--- src/source/hisPkg.sv ---
`default_nettype none

package hisPkg;

    // ~~~~~~~~~~~~~~~~~~~~~~~~~~~~~~~~~~~~~~~~~~~~~~~~~~~~~~~~~~~~
    // sample and pixel sizes
    // ~~~~~~~~~~~~~~~~~~~~~~~~~~~~~~~~~~~~~~~~~~~~~~~~~~~~~~~~~~~~
    localparam int NP                = 10; // raw sample width
    localparam int PIXEL_NUM         = 3;  // pixels per frame
    localparam int SAMPLES_PER_PIXEL = 2;
    localparam int PIXEL_W           = 2;
    localparam int ENERGY_W          = NP + 1; // sum of two samples

    // ~~~~~~~~~~~~~~~~~~~~~~~~~~~~~~~~~~~~~~~~~~~~~~~~~~~~~~~~~~~~
    // energy bins
    // ~~~~~~~~~~~~~~~~~~~~~~~~~~~~~~~~~~~~~~~~~~~~~~~~~~~~~~~~~~~~
    localparam int BIN_NUM = 8;
    localparam int BIN_W   = 3;

    // lower edges of bins 1..7, entry 0 sits in the low bits
    // bin 0 takes everything below the first edge
    localparam logic [BIN_NUM-2:0][ENERGY_W-1:0] BIN_EDGES = {
        11'd1536,
        11'd1024,
        11'd768,
        11'd512,
        11'd384,
        11'd256,
        11'd128
    };

    // ~~~~~~~~~~~~~~~~~~~~~~~~~~~~~~~~~~~~~~~~~~~~~~~~~~~~~~~~~~~~
    // histogram counters
    // ~~~~~~~~~~~~~~~~~~~~~~~~~~~~~~~~~~~~~~~~~~~~~~~~~~~~~~~~~~~~
    localparam int COUNT_W = 8;
    localparam logic [COUNT_W-1:0] COUNT_MAX = '1; // saturation value, 255

endpackage

`default_nettype wire
--- src/source/binIf.sv ---
`timescale 1ns/10ps
`default_nettype none

// classified hit, classifier to accumulator
interface binIf import hisPkg::*; ();

    logic               valid;    // one-cycle strobe
    logic [PIXEL_W-1:0] pixel;
    logic [BIN_W-1:0]   bin;
    logic               frameEnd; // carried along from pixelIf

    modport src (output valid, output pixel, output bin, output frameEnd);

    modport dst (input valid, input pixel, input bin, input frameEnd);

endinterface

`default_nettype wire

--- src/source/pixelIf.sv ---
`timescale 1ns/10ps
`default_nettype none

// paired energy of one pixel, sequencer to classifier
interface pixelIf import hisPkg::*; ();

    logic                valid;    // one-cycle strobe
    logic [PIXEL_W-1:0]  pixel;
    logic [ENERGY_W-1:0] energy;
    logic                frameEnd; // last pixel of the frame

    modport src (output valid, output pixel, output energy, output frameEnd);

    modport dst (input valid, input pixel, input energy, input frameEnd);

endinterface

`default_nettype wire

--- src/source/hisBuilder.sv ---
`timescale 1ns/10ps
`default_nettype none

module hisBuilder import hisPkg::*; (
    input  wire                clk,
    input  wire                rstN,
    input  wire                clear,     // starts a new acquisition
    input  wire                wrEn,      // sample strobe
    input  wire [NP-1:0]       data,
    input  wire [PIXEL_W-1:0]  rdPixel,
    input  wire [BIN_W-1:0]    rdBin,
    output logic [COUNT_W-1:0] rdCount,
    output logic               frameDone
);

    pixelIf pixelBus ();
    binIf   binBus ();

    // ~~~~~~~~~~~~~~~~~~~~~~~~~~~~~~~~~~~~~~~~~~~~~~~~~~~~~~~~~~~~
    // pipeline: pair, classify, count
    // ~~~~~~~~~~~~~~~~~~~~~~~~~~~~~~~~~~~~~~~~~~~~~~~~~~~~~~~~~~~~
    sampleSequencer sampleSequencer_i (
        .clk   (clk),
        .rstN  (rstN),
        .clear (clear),
        .wrEn  (wrEn),
        .data  (data),
        .pOut  (pixelBus.src)
    );

    binClassifier binClassifier_i (
        .clk  (clk),
        .rstN (rstN),
        .pIn  (pixelBus.dst),
        .bOut (binBus.src)
    );

    histogramAccumulator histogramAccumulator_i (
        .clk       (clk),
        .rstN      (rstN),
        .clear     (clear),
        .bIn       (binBus.dst),
        .rdPixel   (rdPixel),
        .rdBin     (rdBin),
        .rdCount   (rdCount),
        .frameDone (frameDone)
    );

endmodule

`default_nettype wire

--- src/source/histogramAccumulator.sv ---
`timescale 1ns/10ps
`default_nettype none

module histogramAccumulator import hisPkg::*; (
    input  wire                clk,
    input  wire                rstN,
    input  wire                clear,
    binIf.dst                  bIn,
    input  wire [PIXEL_W-1:0]  rdPixel,
    input  wire [BIN_W-1:0]    rdBin,
    output logic [COUNT_W-1:0] rdCount,
    output logic               frameDone
);

    // one counter per pixel and bin
    logic [COUNT_W-1:0] counts [PIXEL_NUM][BIN_NUM];
    logic [COUNT_W-1:0] rdValue;

    // ~~~~~~~~~~~~~~~~~~~~~~~~~~~~~~~~~~~~~~~~~~~~~~~~~~~~~~~~~~~~
    // counter update
    // ~~~~~~~~~~~~~~~~~~~~~~~~~~~~~~~~~~~~~~~~~~~~~~~~~~~~~~~~~~~~
    always_ff @(posedge clk) begin
        if (!rstN || clear) begin
            // a hit arriving with clear is lost
            for (int p = 0; p < PIXEL_NUM; p++) begin
                for (int b = 0; b < BIN_NUM; b++) begin
                    counts[p][b] <= '0;
                end
            end
        end else if (bIn.valid) begin
            for (int p = 0; p < PIXEL_NUM; p++) begin
                for (int b = 0; b < BIN_NUM; b++) begin
                    if (bIn.pixel == PIXEL_W'(p) && bIn.bin == BIN_W'(b) &&
                        counts[p][b] != COUNT_MAX) begin
                        counts[p][b] <= counts[p][b] + 1'b1; // stops at 255
                    end
                end
            end
        end
    end

    always_ff @(posedge clk) begin
        if (!rstN || clear) begin
            frameDone <= 1'b0;
        end else begin
            frameDone <= bIn.valid && bIn.frameEnd;
        end
    end

    // ~~~~~~~~~~~~~~~~~~~~~~~~~~~~~~~~~~~~~~~~~~~~~~~~~~~~~~~~~~~~
    // read port
    // ~~~~~~~~~~~~~~~~~~~~~~~~~~~~~~~~~~~~~~~~~~~~~~~~~~~~~~~~~~~~

    // an address outside the array reads as zero
    always_comb begin
        rdValue = '0;
        for (int p = 0; p < PIXEL_NUM; p++) begin
            for (int b = 0; b < BIN_NUM; b++) begin
                if (rdPixel == PIXEL_W'(p) && rdBin == BIN_W'(b)) begin
                    rdValue = counts[p][b];
                end
            end
        end
    end

    always_ff @(posedge clk) begin
        if (!rstN) begin
            rdCount <= '0;
        end else begin
            rdCount <= rdValue; // one cycle read latency
        end
    end

endmodule

`default_nettype wire

--- src/source/binClassifier.sv ---
`timescale 1ns/10ps
`default_nettype none

module binClassifier import hisPkg::*; (
    input  wire clk,
    input  wire rstN,
    pixelIf.dst pIn,
    binIf.src   bOut
);

    logic [BIN_W-1:0] binIdx;

    // ~~~~~~~~~~~~~~~~~~~~~~~~~~~~~~~~~~~~~~~~~~~~~~~~~~~~~~~~~~~~
    // edge compare
    // ~~~~~~~~~~~~~~~~~~~~~~~~~~~~~~~~~~~~~~~~~~~~~~~~~~~~~~~~~~~~

    // edges ascend, so the number of edges reached is the bin index
    // all seven compares run in parallel and feed one adder tree
    always_comb begin
        binIdx = '0;
        for (int e = 0; e < BIN_NUM - 1; e++) begin
            if (pIn.energy >= BIN_EDGES[e]) begin
                binIdx = binIdx + 1'b1;
            end
        end
    end

    // ~~~~~~~~~~~~~~~~~~~~~~~~~~~~~~~~~~~~~~~~~~~~~~~~~~~~~~~~~~~~
    // output register
    // ~~~~~~~~~~~~~~~~~~~~~~~~~~~~~~~~~~~~~~~~~~~~~~~~~~~~~~~~~~~~
    always_ff @(posedge clk) begin
        if (!rstN) begin
            bOut.valid <= 1'b0;
        end else begin
            bOut.valid <= pIn.valid; // one cycle behind pixelIf
        end
    end

    always_ff @(posedge clk) begin
        if (pIn.valid) begin
            bOut.bin      <= binIdx;
            bOut.pixel    <= pIn.pixel;
            bOut.frameEnd <= pIn.frameEnd;
        end
    end

endmodule

`default_nettype wire

--- src/source/sampleSequencer.sv ---
`timescale 1ns/10ps
`default_nettype none

module sampleSequencer import hisPkg::*; (
    input  wire            clk,
    input  wire            rstN,
    input  wire            clear,
    input  wire            wrEn,
    input  wire [NP-1:0]   data,
    pixelIf.src            pOut
);

    logic               phase;       // 0 = waiting for first sample
    logic [PIXEL_W-1:0] pixelCnt;
    logic [NP-1:0]      firstSample; // held until its partner arrives
    logic               lastSample;
    logic               lastPixel;

    assign lastSample = (phase == 1'(SAMPLES_PER_PIXEL - 1));
    assign lastPixel  = (pixelCnt == PIXEL_W'(PIXEL_NUM - 1));

    // ~~~~~~~~~~~~~~~~~~~~~~~~~~~~~~~~~~~~~~~~~~~~~~~~~~~~~~~~~~~~
    // sample order
    // ~~~~~~~~~~~~~~~~~~~~~~~~~~~~~~~~~~~~~~~~~~~~~~~~~~~~~~~~~~~~
    always_ff @(posedge clk) begin
        if (!rstN || clear) begin // clear beats a coincident wrEn
            phase      <= 1'b0;
            pixelCnt   <= '0;
            pOut.valid <= 1'b0;
        end else begin
            pOut.valid <= 1'b0;
            if (wrEn) begin
                if (lastSample) begin
                    phase      <= 1'b0;
                    pOut.valid <= 1'b1;
                    // wrap back to pixel 0 after the frame
                    if (lastPixel) begin
                        pixelCnt <= '0;
                    end else begin
                        pixelCnt <= pixelCnt + 1'b1;
                    end
                end else begin
                    phase <= 1'b1;
                end
            end
        end
    end

    // ~~~~~~~~~~~~~~~~~~~~~~~~~~~~~~~~~~~~~~~~~~~~~~~~~~~~~~~~~~~~
    // pairing and sum
    // ~~~~~~~~~~~~~~~~~~~~~~~~~~~~~~~~~~~~~~~~~~~~~~~~~~~~~~~~~~~~
    always_ff @(posedge clk) begin
        if (wrEn && !lastSample) begin
            firstSample <= data;
        end
        if (wrEn && lastSample) begin
            pOut.energy   <= ENERGY_W'(firstSample) + ENERGY_W'(data);
            pOut.pixel    <= pixelCnt;
            pOut.frameEnd <= lastPixel;
        end
    end

endmodule

`default_nettype wire

--- config.mk ---
export PLATFORM = sky130hd
export DESIGN_NAME = hisBuilder
export DESIGN_NICKNAME = d
export VERILOG_FILES = /design/src/source/hisPkg.sv /design/src/source/binIf.sv /design/src/source/pixelIf.sv /design/src/source/hisBuilder.sv /design/src/source/histogramAccumulator.sv /design/src/source/binClassifier.sv /design/src/source/sampleSequencer.sv
export SDC_FILE = /design/constraint.sdc
export NUM_CORES = 1
export LEC_CHECK = 0
export ABC_AREA = 1
export BUFFER_PORTS_ARGS = -buffer_cell sky130_fd_sc_hd__buf_2
export CAP_MARGIN = 15
export CORE_MARGIN = 2
export CORE_UTILIZATION = 64
export DETAILED_ROUTE_END_ITERATION = 10
export GPL_TIMING_DRIVEN = 0
export PLACE_DENSITY_LB_ADDON = 0.2
export SETUP_SLACK_MARGIN = 0.02
export SLEW_MARGIN = 20
export SYNTH_ARGS = -nofsm -noshare
export SYNTH_HDL_FRONTEND = slang
export SYNTH_HIERARCHICAL = 1
export SYNTH_SLANG_ARGS = --single-unit
--- constraint.sdc ---
create_clock -name clk -period 6 [get_ports clk]
set_input_delay 1.5 -clock clk [delete_from_list [all_inputs] [get_ports clk]]
set_output_delay 1.5 -clock clk [all_outputs]
set_load 0.005 [all_outputs]
# --- Yosys cells after proc, flatten, opt, wreduce, memory -nomap -nowiden ---
# Memories as Yosys holds them, arrays and structs flattened.
# Cells that the tools add are included.
word_totals:
  mem_count: 1
  ff_bits: 44
  wordCells: 361
  ram_bits: 192
classes:
  n_bitwise: 25
  reduce_logical: 84
  eq_ne: 43
  add_sub_neg: 32
  n_mux: 156
  magnitude_cmp: 7
memory_table:
  columns: ["memory", "words", "word_bits", "rd", "rd_clocked_by_memory_dff", "wr", "line_no", "source"]
  rows:
  - ["histogramAccumulator_i.counts", 3, 64, 3, 0, 3, "histogramAccumulator.sv:16", "logic [COUNT_W-1:0] counts [PIXEL_NUM][BIN_NUM];"]
op_table:
  columns: ["cell", "n"]
  rows:
  - ["$mux 8", 48]
  - ["$add 8x1->8 const B", 24]
  - ["$ne 8x8->1 const B", 24]
  - ["$mux 1", 101]
  - ["$logic_and 1x1->1", 75]
  - ["$eq 3x3->1 const B", 8]
  - ["$or 1x1->1", 24]
  - ["$ge 11x10->1 const B", 2]
  - ["$ge 11x11->1 const B", 2]
  - ["$ge 11x9->1 const B", 2]
  - ["$mux 3", 6]
  - ["$add 3x1->3 const B", 5]
  - ["$eq 3x2->1 const B", 4]
  - ["$add 10x10->11", 1]
  - ["$ge 11x8->1 const B", 1]
  - ["$eq 2x2->1 const B", 3]
  - ["$eq 3x1->1 const B", 2]
  - ["$logic_not 3->1", 2]
  - ["$eq 2x1->1 const B", 2]
  - ["$logic_not 2->1", 2]
  - ["$add 1x1->2 const B", 1]
  - ["$add 2x1->2 const B", 1]
  - ["$logic_not 1->1", 2]
  - ["$mux 2", 1]
  - ["4 further kinds", 4]

# --- Logic depth before layout (Yosys ltp) ---
depth:
  word_depth: 26
  depth_mapped: 26

# --- Cells and area by module ---
# The synthesis kept the hierarchy.
by_module_without_submodules:
  columns: ["module", "area_per_inst_um2", "seq_area_each_um2", "instances", "cells_per_inst"]
  rows:
  - ["histogramAccumulator", 11748.8, 5945.7, 1, 1392]
  - ["sampleSequencer", 1370.1, 800.8, 1, 127]
  - ["binClassifier", 678.2, 200.2, 1, 91]

# --- Worst setup path after synthesis ---
# No wires, ideal clock.
synth_path:
  path_type: "register to register"
  start: "register sampleSequencer_i.pOut.energy[10]"
  end: "register binClassifier_i.bOut.bin[2], data pin"
  t_required_ns: 5.751
  arrival_time_ns: 3.956
  setup_slack_ns: 1.795
  stages_incl_launch_ff: 26
  path_buffers: 0
  path_cell_list: "edfxtp_1 nor2_8 inv_2 nor2_1 inv_1 nor2_1 ha_1 inv_1 nand3_1 nand2_4 inv_4 ha_1 or2_2 nand3_1 nand3_1 nand2_1 ha_1 or2_2 and2_1 ha_1 nand2_1 xor2_1 xor2_1 nand3_1 nand2_1 inv_1"
synth_via:
  elab_chain_cells: 14
  elab_cells_between_ends: 20
synth_lines:
  columns: ["element", "line_no", "source"]
  rows:
  - ["start: declaration", "pixelIf.sv:12", "modport src (output valid, output pixel, output energy, output frameEnd);"]
  - ["start signal: assignment", "sampleSequencer.sv:57", "pOut.energy <= ENERGY_W'(firstSample) + ENERGY_W'(data);"]
  - ["$ge 11x8->1", "binClassifier.sv:22", "if (pIn.energy >= BIN_EDGES[e]) begin"]
  - ["$mux 1", "binClassifier.sv:22", null]
  - ["$add 1x1->2", "binClassifier.sv:23", "binIdx = binIdx + 1'b1;"]
  - ["$mux 3", "binClassifier.sv:22", null]
  - ["$add 3x1->3", "binClassifier.sv:23", null]
  - ["$mux 3", "binClassifier.sv:22", null]
  - ["$add 3x1->3", "binClassifier.sv:23", null]
  - ["$mux 3", "binClassifier.sv:22", null]
  - ["$add 3x1->3", "binClassifier.sv:23", null]
  - ["$mux 3", "binClassifier.sv:22", null]
  - ["$add 3x1->3", "binClassifier.sv:23", null]
  - ["$mux 3", "binClassifier.sv:22", null]
  - ["$add 3x1->3", "binClassifier.sv:23", null]
  - ["$mux 3 *", "binClassifier.sv:22", null]
  - ["net binClassifier_i.binIdx[2]", "binClassifier.sv:11", "logic [BIN_W-1:0] binIdx;"]
  - ["end signal: assignment", "binClassifier.sv:41", "bOut.bin <= binIdx;"]
  - ["end: declaration", "binIf.sv:12", "modport src (output valid, output pixel, output bin, output frameEnd);"]
# The timed path passes the listed nets; every way through them passes the cells marked *.
# A chain may end at the register's enable or synchronous reset.

# --- Final worst setup path ---
# Ends and elaborated chain as after synthesis.

==> impl_metrics.csv <==
group,metric,value,unit
status,status,"finished clean",
setup_path,crit_path_start_kind,"flip-flop",
clock_tree,clk_pin_slew,0.06,ns
floorplanning,start_util,64.7,%
global_routing,grt_start_max_net_pins,14,
logic_synthesis,yosysWarningCount,6,
placed_design,pre_cts_ws,1.40,ns
sta,final_max_slew_viol_count,0,
global_routing,antenna_found_initial,0,
setup_path,crit_path_top_delay_cell,"edfxtp_1",
clock_tree,clockBufferDepth,3,
power,power.density,261,nW/µm²
sta,timing.final.ws_setup,1.39,ns
global_routing,grtUsageMet3,4.95,%
clock_tree,h-tree-depth,1,
placed_design,dpl_cell_area,14000,µm²
floorplanning,dieHeight,149,µm
sta,final-hold-violation-count,0,
cells_and_area,fin_cells,1943,
detailed_routing,dr.first_iter.drc_count,1016,
logic_synthesis,syn_nets,1655,
detailed_routing,drc,0,
placed_design,io_buffers,26,
sta,setup_viol,0,
clock_tree,post_cts_resize_count,0,
placed_design,post-dp-hpwl,22.7,mm
clock_tree,clock_sinks,229,
global_routing,grtUsageTotal,28.4,%
power,p_leak,0.00595,µW
cells_and_area,insertedDiodeCount,0,
detailed_routing,via_count,11100,
clock_tree,cts_tree,"done",
worst_hold_path,hold_class,"flip-flop to flip-flop",
global_routing,overflow,0,
global_routing,grt_pass1_wl,50.5,mm
cells_and_area,layout.cells.most_common,"nand2_1",
detailed_routing,first_pass_iters,6,
sta,tightest_slew,1.25,ns
floorplanning,die_w,149,µm
setup_path,end_kind,"flip-flop",
sta,rsz0062_at_grt,"no",
detailed_routing,wl,31.4,mm
setup_path,cp.required,6.30,ns
cells_and_area,drive_gt1_share,7.49,%
global_routing,grt_pass1_vias,10400,
clock_tree,holdBufCountCts,0,
logic_synthesis,syn_area_per_cell,8.48,µm²
sta,max_freq,217,MHz
sta,period_share,76.9,%
clock_tree,postCtsSetupBuffers,0,
setup_path,arrival,4.91,ns
floorplanning,num_rows,53,
floorplanning,die_area,22300,µm²
global_routing,use_met2,46.8,%
cells_and_area,final_nets,1709,
setup_path,slowest_delay,0.52,ns
cells_and_area,design_area,15000,µm²
logic_synthesis,syn_area,13500,µm²
global_routing,grt-busiest-layer,"met2",
sta,tns,0,ns
sta,slew_headroom,16.1,%
setup_path,crit_type,"flip-flop to flip-flop",
global_routing,use_met1,38.2,%
floorplanning,core,20900,µm²
cells_and_area,syn_to_final_growth,10.9,%
clock_tree,cts_root_buf,"clkbuf_16",
placed_design,dp.cells,1895,
run,max-cap-violations,0,
logic_synthesis,netlist_instances,1594,
sta,whs,0.419,ns
clock_tree,insertion_delay,0.54,ns
detailed_routing,postRouteAntennaNets,0,
sta,fin_skew,0.0186,ns
clock_tree,cts-buffers-inserted,26,
detailed_routing,wire_per_inst,16.2,µm
floorplanning,io_pins,28,
power,ir_worst_vdd,0.000258,V
setup_path,critPathMaxFanout,10,
sta,fin_crit,4.61,ns
detailed_routing,routed_via_density,5.74,
placed_design,gp_congestion,0.941,
cells_and_area,layout_common_cells,"nand2_1, nor2_1, edfxtp_1",
==> cell type report <==
cell class / count / area (µm²)
clock buffer: 37 / 763
clock inverter: 11 / 210
fill: 1583 / 5900
multi-input combinational: 1153 / 6000
tap: 275 / 344
timing repair buffer: 26 / 130
sequential: 229 / 6740
buffer: 12 / 51.3
inverter: 200 / 753
==> where the power goes <==
group / leakage [µW] / switching [µW] / total, µW / internal [µW]
Sequential: 0.00247 / 62.1 / 1870 / 1810
Combinational: 0.00301 / 169 / 250 / 81.1
Clock: 0.000471 / 648 / 1790 / 1140
Total: 0.00595 / 879 / 3910 / 3030
==> through the flow <==
stage	power (µW)	utilization, %
3_5_place_dp	2150	67.1
4_1_cts	3930	71.7
2_1_floorplan	2060	-
3_3_place_gp	2140	67.0
5_1_grt	4030	71.8
6_report	3910	71.8
==> worst paths after layout <==
kind / from / to / slack, ns / depth (start not counted)
hold / removal: sampleSequencer_i/pOut.frameEnd / binClassifier_i/bOut.frameEnd / 0.42 / 0
hold reg to reg: sampleSequencer_i/pOut.frameEnd / binClassifier_i/bOut.frameEnd / 0.42 / 0
setup / recovery: sampleSequencer_i/pOut.energy[10] / binClassifier_i/bOut.bin[2] / 1.39 / 25
setup reg to reg: sampleSequencer_i/pOut.energy[10] / binClassifier_i/bOut.bin[2] / 1.39 / 25
==> worst max-delay path, delay by kind of cell, from the launching register on <==
| family | cells | cell delay, ns |
|---|---|---|
| AND/OR/NAND/NOR | 14 | 2.10 |
| adder cells (fa/ha/maj) | 4 | 0.99 |
| flip-flops | 1 | 0.52 |
| XOR/XNOR | 2 | 0.40 |
| buffers and inverters | 5 | 0.36 |
==> metal layers <==
metal	vias up	share of wire, %
met5	-	0
met4	0	3.1
met3	75	8.0
met2	444	47
met1	5187	42
li1	5439	-
==> sequential cells by signal (all words and copies together), names as in the netlist <==
register / flops
sampleSequencer_i/pOut.energy: 4
histogramAccumulator_i/frameDone: 1
histogramAccumulator_i/counts: 192
binClassifier_i/bOut.pixel: 2
binClassifier_i/bOut.valid: 1
sampleSequencer_i/pOut.pixel: 2
histogramAccumulator_i/rdCount: 8
sampleSequencer_i/firstSample: 10
binClassifier_i/bOut.frameEnd: 1
sampleSequencer_i/pixelCnt: 2
binClassifier_i/bOut.bin: 3
sampleSequencer_i/lastSample: 1
sampleSequencer_i/pOut.frameEnd: 1
sampleSequencer_i/pOut.valid: 1
Power figures use the tool's default switching activity.
